`src/rx_link_pkg.sv`:
```
`default_nettype none

package rx_link_pkg;

   localparam int ADDR_W      = 32;             // Mesh address width
   localparam int DATA_W      = 32;             // Mesh data width
   localparam int PACKET_W    = 104;            // Flattened transaction width
   localparam int FRAME_BYTES = 13;             // Link bytes per transaction
   localparam int BYTE_CNT_W  = 4;              // Enough for 0..12
   localparam int ID_W        = 12;             // Chip ID field width
   localparam int MI_ADDR_W   = 20;             // Register bus address width

   localparam logic [ID_W-1:0] CHIP_ID = 12'h800;  // Matched against dstaddr[31:20]

   // Register map, byte offsets on the MI bus
   localparam logic [MI_ADDR_W-1:0] REG_RX_CFG     = 20'h0;
   localparam logic [MI_ADDR_W-1:0] REG_REMAP_CFG  = 20'h4;
   localparam logic [MI_ADDR_W-1:0] REG_REMAP_BASE = 20'h8;
   localparam logic [MI_ADDR_W-1:0] REG_RX_STATUS  = 20'hC;  // Read only

   localparam int FIFO_DEPTH  = 8;              // Entries per queue
   localparam int FIFO_MARGIN = 3;              // Slack for frames in flight
   localparam int FIFO_AW     = $clog2(FIFO_DEPTH);
   localparam int FIFO_CNT_W  = FIFO_AW + 1;    // Occupancy 0..DEPTH

   localparam int TIMER_W = 11;                 // Holds up to 1024
   localparam logic [1:3][TIMER_W-1:0] TIMEOUT_LIMITS = '{11'd64, 11'd256, 11'd1024};

   typedef enum logic [1:0] {
      REMAP_NONE    = 2'd0,                     // Address untouched
      REMAP_STATIC  = 2'd1,                     // Pattern over selected bits
      REMAP_DYNAMIC = 2'd2                      // Subtract base
   } remap_mode_e;

   typedef struct packed {
      logic [ADDR_W-1:0] srcaddr;               // Return address for reads
      logic [DATA_W-1:0] data;
      logic [ADDR_W-1:0] dstaddr;
      logic [3:0]        ctrlmode;
      logic [1:0]        datamode;              // Access size
      logic              write;                 // 1 = write, 0 = read
      logic              rsvd;
   } emesh_packet_t;

endpackage

`default_nettype wire

```
`src/rx_cfg_if.sv`:
```
`timescale 1ns/100ps
`default_nettype none

interface rx_cfg_if import rx_link_pkg::*; ();

   logic              rx_enable;                // Link receive gate
   remap_mode_e       remap_mode;
   logic [ID_W-1:0]   remap_sel;                // Bits of addr[31:20] to replace
   logic [ID_W-1:0]   remap_pattern;
   logic [ADDR_W-1:0] remap_base;               // Dynamic remap offset
   logic [1:0]        timer_cfg;                // 0 = timer off

   modport cfg (output rx_enable, remap_mode, remap_sel, remap_pattern, remap_base,
                timer_cfg);
   modport user (input rx_enable, remap_mode, remap_sel, remap_pattern, remap_base,
                 timer_cfg);

endinterface

`default_nettype wire

```
`src/rx_addr_remap.sv`:
```
`timescale 1ns/100ps
`default_nettype none

module rx_addr_remap import rx_link_pkg::*; (
   input  wire logic          sys_clk,
   input  wire logic          rst,
   input  wire logic          in_valid,
   input  wire emesh_packet_t in_pkt,
   input  wire logic          in_rr,
   rx_cfg_if.user             cfg,
   output      logic          out_valid,
   output emesh_packet_t      out_pkt,
   output      logic          out_rr
);

   emesh_packet_t pkt_new;                      // Packet with rewritten address

   always_comb
   begin
      pkt_new = in_pkt;
      if (!in_rr)                               // Responses keep their address
      begin
         case (cfg.remap_mode)
            REMAP_STATIC:
               pkt_new.dstaddr[ADDR_W-1 -: ID_W] = (cfg.remap_sel & cfg.remap_pattern) |
                  (~cfg.remap_sel & in_pkt.dstaddr[ADDR_W-1 -: ID_W]);
            REMAP_DYNAMIC: pkt_new.dstaddr = in_pkt.dstaddr - cfg.remap_base;
            default: ;                          // NONE passes through
         endcase
      end
   end

   always_ff @(posedge sys_clk)
   begin
      if (rst)
         out_valid <= 1'b0;
      else
         out_valid <= in_valid;
   end

   always_ff @(posedge sys_clk)
   begin
      if (in_valid)
      begin
         out_pkt <= pkt_new;
         out_rr  <= in_rr;
      end
   end

endmodule

`default_nettype wire

```
`src/rx_cfg_regs.sv`:
```
`timescale 1ns/100ps
`default_nettype none

module rx_cfg_regs import rx_link_pkg::*; (
   input  wire logic                 sys_clk,
   input  wire logic                 rst,
   input  wire logic                 mi_en,
   input  wire logic                 mi_we,
   input  wire logic [MI_ADDR_W-1:0] mi_addr,
   input  wire logic [DATA_W-1:0]    mi_din,
   output      logic [DATA_W-1:0]    mi_dout,
   input  wire logic                 timeout,
   input  wire logic                 wr_full,
   input  wire logic                 rd_full,
   input  wire logic                 rr_full,
   rx_cfg_if.cfg                     cfg
);

   logic              wr_sel;                   // Register write strobe
   logic              rd_sel;                   // Register read strobe
   logic [DATA_W-1:0] rd_data;                  // Readback mux output

   assign wr_sel = mi_en & mi_we;
   assign rd_sel = mi_en & ~mi_we;

   always_ff @(posedge sys_clk)
   begin
      if (rst)
      begin
         cfg.rx_enable     <= 1'b0;             // Link disabled out of reset
         cfg.remap_mode    <= REMAP_NONE;
         cfg.remap_sel     <= '0;
         cfg.remap_pattern <= '0;
         cfg.remap_base    <= '0;
         cfg.timer_cfg     <= 2'd0;
      end
      else if (wr_sel)
      begin
         case (mi_addr)
            REG_RX_CFG:
            begin
               cfg.rx_enable  <= mi_din[0];
               cfg.remap_mode <= remap_mode_e'(mi_din[2:1]);
               cfg.timer_cfg  <= mi_din[5:4];
            end
            REG_REMAP_CFG:
            begin
               cfg.remap_sel     <= mi_din[11:0];
               cfg.remap_pattern <= mi_din[27:16];
            end
            REG_REMAP_BASE: cfg.remap_base <= mi_din;
            default: ;                          // Status and holes ignore writes
         endcase
      end
   end

   always_comb
   begin
      case (mi_addr)
         REG_RX_CFG:     rd_data = {26'd0, cfg.timer_cfg, 1'b0, cfg.remap_mode, cfg.rx_enable};
         REG_REMAP_CFG:  rd_data = {4'd0, cfg.remap_pattern, 4'd0, cfg.remap_sel};
         REG_REMAP_BASE: rd_data = cfg.remap_base;
         REG_RX_STATUS:  rd_data = {28'd0, rr_full, rd_full, wr_full, timeout};
         default:        rd_data = '0;          // Unmapped reads zero
      endcase
   end

   always_ff @(posedge sys_clk)
   begin
      if (rst)
         mi_dout <= '0;
      else if (rd_sel)
         mi_dout <= rd_data;                    // One cycle read latency
   end

endmodule

`default_nettype wire

```
`src/rx_distributor.sv`:
```
`timescale 1ns/100ps
`default_nettype none

module rx_distributor import rx_link_pkg::*; (
   input  wire logic          in_valid,
   input  wire emesh_packet_t in_pkt,
   input  wire logic          in_rr,
   input  wire logic          wr_full,          // Write queue almost full
   input  wire logic          rd_full,          // Read request queue almost full
   input  wire logic          rr_full,          // Read response queue almost full
   output      logic          wr_push,
   output      logic          rd_push,
   output      logic          rr_push,
   output emesh_packet_t      push_pkt,
   output      logic          wr_wait,
   output      logic          rd_wait
);

   logic is_write;                              // Plain write transaction
   logic is_read;                               // Read request

   assign is_write = in_pkt.write & ~in_rr;
   assign is_read  = ~in_pkt.write;

   // Exactly one queue takes each valid packet
   assign rr_push = in_valid & in_rr;
   assign wr_push = in_valid & is_write;
   assign rd_push = in_valid & is_read;

   assign push_pkt = in_pkt;                    // Shared write data for all queues

   // Writes and responses share the sender's write channel
   assign wr_wait = wr_full | rr_full;
   assign rd_wait = rd_full;

endmodule

`default_nettype wire

```
`src/rx_frame_decoder.sv`:
```
`timescale 1ns/100ps
`default_nettype none

module rx_frame_decoder import rx_link_pkg::*; (
   input  wire logic       sys_clk,
   input  wire logic       rst,
   input  wire logic       rx_frame,
   input  wire logic [7:0] rx_data,
   rx_cfg_if.user          cfg,
   output      logic       pkt_valid,
   output emesh_packet_t   pkt,
   output      logic       is_rr
);

   logic [BYTE_CNT_W-1:0] byte_cnt;             // Bytes taken in current frame
   logic [PACKET_W-9:0]   byte_sr;              // First 12 bytes, oldest on top
   logic [PACKET_W-1:0]   frame_word;           // Whole frame in arrival order
   logic                  take_byte;
   logic                  last_byte;

   assign take_byte  = rx_frame & cfg.rx_enable;
   assign last_byte  = take_byte & (byte_cnt == BYTE_CNT_W'(FRAME_BYTES - 1));
   assign frame_word = {byte_sr, rx_data};     // Header, dst, data, src

   always_ff @(posedge sys_clk)
   begin
      if (rst)
      begin
         byte_cnt  <= '0;
         pkt_valid <= 1'b0;
      end
      else
      begin
         pkt_valid <= last_byte;                // Single cycle strobe
         if (!take_byte || last_byte)
            byte_cnt <= '0;                     // Short frame or done, restart
         else
            byte_cnt <= byte_cnt + 1'b1;
      end
   end

   // Payload path, only qualified by pkt_valid
   always_ff @(posedge sys_clk)
   begin
      if (take_byte)
         byte_sr <= {byte_sr[PACKET_W-17:0], rx_data};
      if (last_byte)
      begin
         pkt.ctrlmode <= frame_word[103:100];
         pkt.datamode <= frame_word[99:98];
         pkt.write    <= frame_word[97];
         pkt.rsvd     <= frame_word[96];
         pkt.dstaddr  <= frame_word[95:64];    // MSB first on the wire
         pkt.data     <= frame_word[63:32];
         pkt.srcaddr  <= frame_word[31:0];
         // Write to our own ID is a returning read response
         is_rr        <= frame_word[97] & (frame_word[95:84] == CHIP_ID);
      end
   end

endmodule

`default_nettype wire

```
`src/rx_link_top.sv`:
```
`timescale 1ns/100ps
`default_nettype none

module rx_link_top import rx_link_pkg::*; (
   input  wire logic                 sys_clk,
   input  wire logic                 rst,
   input  wire logic                 rx_frame,
   input  wire logic [7:0]           rx_data,
   output      logic                 wr_wait,
   output      logic                 rd_wait,
   output      logic                 rxwr_valid,
   output emesh_packet_t             rxwr_packet,
   input  wire logic                 rxwr_ready,
   output      logic                 rxrd_valid,
   output emesh_packet_t             rxrd_packet,
   input  wire logic                 rxrd_ready,
   output      logic                 rxrr_valid,
   output emesh_packet_t             rxrr_packet,
   input  wire logic                 rxrr_ready,
   input  wire logic                 mi_en,
   input  wire logic                 mi_we,
   input  wire logic [MI_ADDR_W-1:0] mi_addr,
   input  wire logic [DATA_W-1:0]    mi_din,
   output      logic [DATA_W-1:0]    mi_dout,
   input  wire logic                 tx_read,
   output      logic                 timeout
);

   logic          dec_valid;                    // Decoder stage
   emesh_packet_t dec_pkt;
   logic          dec_rr;
   logic          rmp_valid;                    // Remap stage
   emesh_packet_t rmp_pkt;
   logic          rmp_rr;
   logic          wr_push;                      // Queue write strobes
   logic          rd_push;
   logic          rr_push;
   emesh_packet_t push_pkt;
   logic          wr_full;                      // Almost-full flags
   logic          rd_full;
   logic          rr_full;

   rx_cfg_if cfg_bus ();

   rx_cfg_regs u_cfg_regs (
      .sys_clk, .rst, .mi_en, .mi_we, .mi_addr, .mi_din, .mi_dout, .timeout,
      .wr_full, .rd_full, .rr_full, .cfg (cfg_bus.cfg)
   );

   rx_frame_decoder u_decoder (
      .sys_clk, .rst, .rx_frame, .rx_data, .cfg (cfg_bus.user),
      .pkt_valid (dec_valid), .pkt (dec_pkt), .is_rr (dec_rr)
   );

   rx_addr_remap u_remap (
      .sys_clk, .rst, .in_valid (dec_valid), .in_pkt (dec_pkt), .in_rr (dec_rr),
      .cfg (cfg_bus.user), .out_valid (rmp_valid), .out_pkt (rmp_pkt), .out_rr (rmp_rr)
   );

   rx_distributor u_distributor (
      .in_valid (rmp_valid), .in_pkt (rmp_pkt), .in_rr (rmp_rr),
      .wr_full, .rd_full, .rr_full, .wr_push, .rd_push, .rr_push, .push_pkt,
      .wr_wait, .rd_wait
   );

   rx_packet_fifo u_wr_fifo (                   // Incoming writes
      .sys_clk, .rst, .push (wr_push), .push_pkt, .out_ready (rxwr_ready),
      .out_valid (rxwr_valid), .out_pkt (rxwr_packet), .almost_full (wr_full)
   );

   rx_packet_fifo u_rd_fifo (                   // Incoming read requests
      .sys_clk, .rst, .push (rd_push), .push_pkt, .out_ready (rxrd_ready),
      .out_valid (rxrd_valid), .out_pkt (rxrd_packet), .almost_full (rd_full)
   );

   rx_packet_fifo u_rr_fifo (                   // Responses to our reads
      .sys_clk, .rst, .push (rr_push), .push_pkt, .out_ready (rxrr_ready),
      .out_valid (rxrr_valid), .out_pkt (rxrr_packet), .almost_full (rr_full)
   );

   rx_read_timer u_timer (
      .sys_clk, .rst, .start (tx_read), .stop (rr_push), .cfg (cfg_bus.user), .timeout
   );

endmodule

`default_nettype wire

```
`src/rx_packet_fifo.sv`:
```
`timescale 1ns/100ps
`default_nettype none

module rx_packet_fifo import rx_link_pkg::*; (
   input  wire logic          sys_clk,
   input  wire logic          rst,
   input  wire logic          push,
   input  wire emesh_packet_t push_pkt,
   input  wire logic          out_ready,
   output      logic          out_valid,
   output emesh_packet_t      out_pkt,
   output      logic          almost_full
);

   emesh_packet_t         mem [FIFO_DEPTH];     // Packet storage
   logic [FIFO_AW-1:0]    wr_ptr;
   logic [FIFO_AW-1:0]    rd_ptr;
   logic [FIFO_CNT_W-1:0] count;                // Occupancy
   logic                  do_push;
   logic                  do_pop;

   assign out_valid   = (count != '0);          // Head is shown ahead
   assign out_pkt     = mem[rd_ptr];
   assign do_pop      = out_valid & out_ready;
   assign do_push     = push & (count != FIFO_CNT_W'(FIFO_DEPTH));  // Never overwrite
   assign almost_full = (count >= FIFO_CNT_W'(FIFO_DEPTH - FIFO_MARGIN));

   always_ff @(posedge sys_clk)
   begin
      if (do_push)
         mem[wr_ptr] <= push_pkt;
   end

   always_ff @(posedge sys_clk)
   begin
      if (rst)
      begin
         wr_ptr <= '0;
         rd_ptr <= '0;
         count  <= '0;
      end
      else
      begin
         if (do_push)
            wr_ptr <= wr_ptr + 1'b1;            // Wraps at power of two depth
         if (do_pop)
            rd_ptr <= rd_ptr + 1'b1;
         case ({do_push, do_pop})
            2'b10:   count <= count + 1'b1;
            2'b01:   count <= count - 1'b1;
            default: count <= count;            // Both or neither
         endcase
      end
   end

endmodule

`default_nettype wire

```
`src/rx_read_timer.sv`:
```
`timescale 1ns/100ps
`default_nettype none

module rx_read_timer import rx_link_pkg::*; (
   input  wire logic sys_clk,
   input  wire logic rst,
   input  wire logic start,                     // Local read sent
   input  wire logic stop,                      // Response queued
   rx_cfg_if.user    cfg,
   output      logic timeout
);

   logic               running;
   logic [TIMER_W-1:0] count;
   logic [TIMER_W-1:0] limit;                   // Selected limit in cycles

   always_comb
   begin
      case (cfg.timer_cfg)
         2'd1:    limit = TIMEOUT_LIMITS[1];
         2'd2:    limit = TIMEOUT_LIMITS[2];
         2'd3:    limit = TIMEOUT_LIMITS[3];
         default: limit = '0;                   // Unused, timer off
      endcase
   end

   always_ff @(posedge sys_clk)
   begin
      if (rst)
      begin
         running <= 1'b0;
         count   <= '0;
         timeout <= 1'b0;
      end
      else if (start)
      begin
         running <= 1'b1;                       // New read rearms and clears flag
         count   <= '0;
         timeout <= 1'b0;
      end
      else if (stop)
      begin
         running <= 1'b0;
         count   <= '0;
      end
      else if (running && cfg.timer_cfg != 2'd0)
      begin
         if (count == limit - 1'b1)
         begin
            timeout <= 1'b1;                    // Sticky until next start
            running <= 1'b0;
         end
         else
            count <= count + 1'b1;
      end
   end

endmodule

`default_nettype wire

```
`config.mk`:
```
export PLATFORM = sky130hd
export DESIGN_NAME = rx_link_top
export DESIGN_NICKNAME = d
export VERILOG_FILES = /design/src/rx_link_pkg.sv /design/src/rx_cfg_if.sv /design/src/rx_addr_remap.sv /design/src/rx_cfg_regs.sv /design/src/rx_distributor.sv /design/src/rx_frame_decoder.sv /design/src/rx_link_top.sv /design/src/rx_packet_fifo.sv /design/src/rx_read_timer.sv
export SDC_FILE = /design/constraint.sdc
export NUM_CORES = 2
export LEC_CHECK = 0
export BUFFER_PORTS_ARGS = -buffer_cell sky130_fd_sc_hd__buf_4
export CAP_MARGIN = 30
export CORE_MARGIN = 8
export CORE_UTILIZATION = 60
export CTS_CLUSTER_SIZE = 24
export DETAILED_ROUTE_END_ITERATION = 10
export HOLD_SLACK_MARGIN = 0.06
export PLACE_DENSITY_LB_ADDON = 0.2
export SYNTH_ARGS = -nofsm -noshare
export SYNTH_HDL_FRONTEND = slang
export SYNTH_SLANG_ARGS = --single-unit
```
`constraint.sdc`:
```
create_clock -name sys_clk -period 15.84 [get_ports sys_clk]
set_input_delay 1.584 -clock sys_clk [delete_from_list [all_inputs] [get_ports sys_clk]]
set_output_delay 1.584 -clock sys_clk [all_outputs]
set_load 0.1 [all_outputs]
```
Yosys cells after proc, flatten, opt, wreduce, memory -nomap -nowiden
Memory sizes are Yosys's and may differ from the RTL's. A register that Yosys moved wholly into a read port is not among the register bits. Index checks and enable logic that the tools add are counted. Widths: inputs -> output; s select.

Register bits: 448. Bits in writable memories: 2496. Input bits: 69. Output and inout bits: 350. Logic and storage cells: 152. Memories: 3.

$add $sub $neg: 16. $lt $le $gt $ge: 3. Equality and inequality tests: 20. Muxes and demuxes: 24. Bitwise logic cells: 25. Reductions and logical operators: 22.

Memories: u_rd_fifo.mem (words 8, bits a word 104, rd ports 1, clocked after memory_dff 1, wr ports 1, line rx_packet_fifo.sv:15) `emesh_packet_t mem [FIFO_DEPTH];`; u_rr_fifo.mem (words 8, bits a word 104, rd ports 1, clocked after memory_dff 1, wr ports 1, line rx_packet_fifo.sv:15); u_wr_fifo.mem (words 8, bits a word 104, rd ports 1, clocked after memory_dff 1, wr ports 1, line rx_packet_fifo.sv:15).

Operator list (count): $pmux 32 s4 (1); $eq 20x4->1 const B (2); $pmux 11 s3 (1); $mux 32 (1); $sub 32x32->32 (1); $and 12x12->12 (2); $pmux 12 s2 (1); $pmux 4 s2 (3); $eq 20x3->1 const B (1); $logic_not 20->1 (1); $mux 20 (1); $add 3x1->3 const B (6); $mux 3 (6); $add 4x1->4 const B (4); $and 1x1->1 (15); $eq 12x12->1 const B (1); $eq 2x2->1 const B (6); $ge 4x3->1 const B (3); $ne 4x4->1 const B (3); $not 12->12 (1); $or 12x12->12 (1); $reduce_bool 4->1 (3); $sub 4x1->4 const B (3); $add 11x1->11 const B (1); 16 further kinds (42).

Logic depth before layout (Yosys ltp)
Depth after elaboration: 8. Depth in mapped cells: 13.

Cells and area by module
Synthesis repeated with hierarchy kept, for this count alone.

Cells, all modules: 5165. Area, all modules: 113993.1 um^2.

By module, submodules not included: rx_packet_fifo (instances 3, cells each 1279, area each 32277.2 um^2); rx_frame_decoder (instances 1, cells each 229, area each 6281.0 um^2); rx_addr_remap (instances 1, cells each 471, area each 5506.5 um^2); rx_cfg_regs (instances 1, cells each 432, area each 3838.7 um^2); rx_distributor (instances 1, cells each 109, area each 819.5 um^2); rx_read_timer (instances 1, cells each 87, area each 715.7 um^2).

Least setup slack after synthesis
No wires, ideal clock.

Kind: reg-to-reg. Start point: reg u_remap.out_pkt[1] in the netlist's numbering. End point: mem u_wr_fifo.mem[6][0] in the netlist's numbering (enable). Library setup time: 716 ps. Arrival: 9095 ps. Data required time: 15124 ps. Slack: 6029 ps. Cell stages (with the launch flop): 5. Path buffers: 0. Clock period less this slack: 9811 ps. Cell sequence: edfxtp_1 -> nand2_1 -> a211oi_1 -> nand2_1 -> nor3b_1.

Cells in the longest elaborated chain, start to end: 5.

RTL lines: start, declared (line rx_addr_remap.sv:12) `output emesh_packet_t out_pkt,`; start signal, assigned (line rx_addr_remap.sv:45) `out_pkt <= pkt_new;`; $and 1x1->1 (line rx_distributor.sv:22) `assign is_write = in_pkt.write & ~in_rr;`; $and 1x1->1 (line rx_distributor.sv:27) `assign wr_push = in_valid & is_write;`; $and 1x1->1 (line rx_packet_fifo.sv:25) `assign do_push = push & (count != FIFO_CNT_W'(FIFO_DEPTH));`; $mux 1 (line rx_packet_fifo.sv:30) `if (do_push)`; $mux 1 (not written as such) (line rx_packet_fifo.sv:31) `mem[wr_ptr] <= push_pkt;`; end, declared (line rx_packet_fifo.sv:15).

Every way passes these cells.

==> results.toml <==
[detailed_routing]
drtPass1Iterations = 5
route.detailed.drc = 0
number_of_drc_markers_in_iteration_0 = 5430
postRouteAntennaNets = 0
detail_route.vias_per_cell = 6.284
wirelength_um = 257300
post_drt_wl_per_cell_um = 30.74
routed-via-count = 52600

[power]
peakVddDrop_mv = 0.1089
totalPowerFinal_mw = 15.13
power_per_cell_area_nw_per_um2 = 119.2
total_leakage_power_nw = 39.61

[setup_path]
ff2ff_setup_slack_ns = 12.06
r2r_end = "u_rd_fifo.mem[6][32]$_DFFE_PP_"
crit_top_cell = "sky130_fd_sc_hd__buf_4"
crit_path_capture_type = "output port"
critPathLaunchType = "flip-flop"
worst_path_required_ns = 14.26
critPathTopFamily = "buffers and inverters"
worst_path_max_delay_cell = "sky130_fd_sc_hd__dfxtp_4"
timing.critical_path.cells = "buf_4, buf_4, mux4_2, mux2_2, buf_4"
timing.critical_path.fanout_max = 43
max_stage_delay_ns = 0.92
worst_reg2reg_path_startpoint = "u_remap.out_pkt[1]$_DFFE_PP_"
r2r_cells = 6
cp.arrival_ns = 4.68
worst-setup-path-type = "flip-flop to output port"
path_buf_inv = 3

[sta]
finalMaxSlewViolations = 0
skew_ns = 0.04658
final.period_utilization_pct = 39.55
grt_setup_unrepaired = "no"
slew_headroom_pct = 27.72
finalWorstSetupSlack_ns = 9.576
finalSetupViolations = 0
finalCriticalPeriod_ns = 6.264
finalSetupTns_ns = 0
max_freq_mhz = 159.6
timing_worst_slew_pin_value_ns = 1.084
timing_hold_violations_final = 0

[cts]
cts_tree = "done"
clock_tree.htree_level_count = 5
postCtsSetupRepairBufs = 0
tritoncts_num_sinks = 2953
clock_tree_root = "sky130_fd_sc_hd__clkbuf_16"
path_clk_slew_ns = 0.06
ctsResizeCount = 0
cts_inserted_buffers = 303
ctsLongestPathBuffers = 4
worstSkewPairLatency_ns = 0.92
cts.hold.buffers_added = 0

[floorplanning]
dieHeight_um = 446.3
core_area_um2 = 184600
num_rows = 158
die_width_um = 446.3
start_util_pct = 60.18
top_level_i_o_count = 419
die_area_um2 = 199200

[finish]
final_layout_size_suffix_gt1_share_pct = 32.61
filler_cell_count = 11260
areaGrowthSynthToFinish_pct = 14.26
finish.net_count = 5790
finalCoreUtilization_pct = 68.76

[logic_synthesis]
postSynth.topFlopCell = "sky130_fd_sc_hd__edfxtp_1"
number_of_flops_mapped_to_enable_cells_by_yosys = 2802
synth-seq-cells = 2953
netlist_cell_types = 68
synth.top_cells.by_area = "sky130_fd_sc_hd__edfxtp_1, sky130_fd_sc_hd__mux4_2, sky130_fd_sc_hd__mux2_2"
yosysTopAreaCellShare_pct = 75.73
synth_top_area_cell = "sky130_fd_sc_hd__edfxtp_1"
synth_cells = 5058
synth.top_cells.by_count = "sky130_fd_sc_hd__edfxtp_1, sky130_fd_sc_hd__mux4_2, sky130_fd_sc_hd__mux2_2"
async_flop_share_pct = 0
mappedNetlistNets = 5184
synth.most_common_cell = "sky130_fd_sc_hd__edfxtp_1"
yosysWarnings = 0
mappedNetlistArea_um2 = 111100
avgSynthCellArea_um2 = 21.97
ys_seq_area_share_pct = 78.45

[place]
place.port_buffers = 418
place_ws_ns = 10.31
place_congestion = 0.9077
place.detailed.hpwl_um = 151400

[grt]
grt_start_max_net_pins = 111
first_global_vias = 53830
gr_util_all_layers_pct = 25.54
grt_pass1_wl_um = 370000
grt.overflow.total = 0
antenna_violations_before_repair = 22

[worst_hold_path]
hold-path-endpoint = "u_remap.out_pkt[66]$_DFFE_PP_"
hold_start = "u_decoder.pkt[66]$_DFFE_PP_"
worst_hold_path.num_cells = 0
hold_path_class = "flip-flop to flip-flop"

[outcome]
run_status = "complete, no violations"

[run]
max_cap_viol_count = 0
flip-flops by register name, summed over array words and instances, names as in the netlist, 3 cells and up, named ones only:
name / count
u_rd_fifo.rd_ptr: 3
u_remap.out_pkt: 104
u_wr_fifo.rd_ptr: 3
u_cfg_regs.cfg.remap_sel: 12
u_wr_fifo.count: 4
u_rr_fifo.rd_ptr: 3
u_rr_fifo.count: 4
u_decoder.byte_cnt: 4
u_decoder.pkt: 104
u_timer.count: 11
u_cfg_regs.cfg.remap_base: 32
u_cfg_regs.cfg.remap_pattern: 12
u_rd_fifo.wr_ptr: 3
u_cfg_regs.mi_dout: 32
u_rd_fifo.count: 4
u_rr_fifo.wr_ptr: 3
u_wr_fifo.wr_ptr: 3
u_wr_fifo.mem: 832
u_rd_fifo.mem: 832
u_rr_fifo.mem: 832
u_decoder.byte_sr: 96
metrics by stage:
stage,cell area [um^2],hold slack (ns),cells
after floorplan,111100,0.4003,5058
after global placement,117500,0.4015,7831
after detailed placement,117700,0.4045,7838
after CTS,126900,0.4176,8351
after global routing,127000,0.4252,8370
final,127000,0.4163,8370
report_power, final:
group | switching [mW] | total, mW | internal (mW)
Clock | 2.79 | 6.69 | 3.89
Sequential | 0.000122 | 8.41 | 8.41
Combinational | 0.0197 | 0.0330 | 0.0133
Total | 2.81 | 15.1 | 12.3
logic make-up after synthesis:
family          Yosys count  synth area share (%)
mux                     954                 16.00
compound gates          290                 1.582
simple gates            453                 1.851
buf+inv                 297                 1.027
fa+ha+maj                57                0.6689
flops                  2953                 78.45
xor+xnor                 54                0.4257
layout by cell type, fill, tap and decap left out, types with 44 or more instances in the layout:
| cell type | netlist | final |
|---|---|---|
| sky130_fd_sc_hd__clkinv_2 | 0 | 44 |
| sky130_fd_sc_hd__clkbuf_1 | 159 | 70 |
| sky130_fd_sc_hd__inv_1 | 70 | 69 |
| sky130_fd_sc_hd__mux2_2 | 313 | 313 |
| sky130_fd_sc_hd__edfxtp_1 | 2802 | 2802 |
| sky130_fd_sc_hd__buf_4 | 5 | 515 |
| sky130_fd_sc_hd__clkinv_1 | 0 | 51 |
| sky130_fd_sc_hd__nand2_1 | 216 | 216 |
| sky130_fd_sc_hd__o21ai_0 | 62 | 62 |
| sky130_fd_sc_hd__nand3_1 | 46 | 46 |
| sky130_fd_sc_hd__dfxtp_1 | 151 | 141 |
| sky130_fd_sc_hd__clkbuf_16 | 0 | 311 |
| sky130_fd_sc_hd__nor2_1 | 98 | 83 |
| sky130_fd_sc_hd__ha_1 | 53 | 53 |
| sky130_fd_sc_hd__a21oi_1 | 133 | 133 |
| sky130_fd_sc_hd__mux4_2 | 626 | 626 |
layout make-up:
class                           count  area [um^2]  share of cell area [%]
Sequential cell                  2953        87200                   68.69
Multi-Input combinational cell   1808        22980                   18.10
Clock buffer                      382         8059                   6.348
Timing Repair Buffer              528         4172                   3.286
Tap cell                         2480         3103                   2.444
Clock inverter                    131         1129                  0.8889
Inverter                           70        265.3                  0.2089
Antenna cell                       18        45.04                 0.03548
worst reg2reg max path, delay by kind of cell (launching register included):
family | cells | cell delay, ns
AO/OA/AOI/OAI | 1 | 0.38
flip-flops | 1 | 0.74
buffers and inverters | 2 | 1.26
AND/OR/NAND/NOR | 3 | 0.84
metal layers:
| layer | up-vias | wire, um | GRT usage [%] |
|---|---|---|---|
| met5 | - | 0 | 0 |
| met3 | 509 | 15210 | 3.560 |
| met1 | 27970 | 99090 | 34.09 |
| met2 | 2085 | 129800 | 42.17 |
| met4 | 0 | 13170 | 12.31 |
| li1 | 22030 | - | - |
worst max path at each step:
stage | startpoint | endpoint | slack [ns] | depth (start not counted)
4_1_cts | flip-flop | rxwr_packet[12] | 9.32 | 5
6_report | flip-flop | rxwr_packet[16] | 9.58 | 5
3_3_place_gp | flip-flop | rxwr_packet[95] | 10.34 | 5
2_1_floorplan | u_remap.out_pkt[1]$_DFFE_PP_ | u_wr_fifo.mem[6][0]$_DFFE_PP_ | 6.03 | 4
3_5_place_dp | flip-flop | rxwr_packet[12] | 10.31 | 5
5_1_grt | flip-flop | rxwr_packet[17] | 9.15 | 5
(Power assumes the default switching activity.)
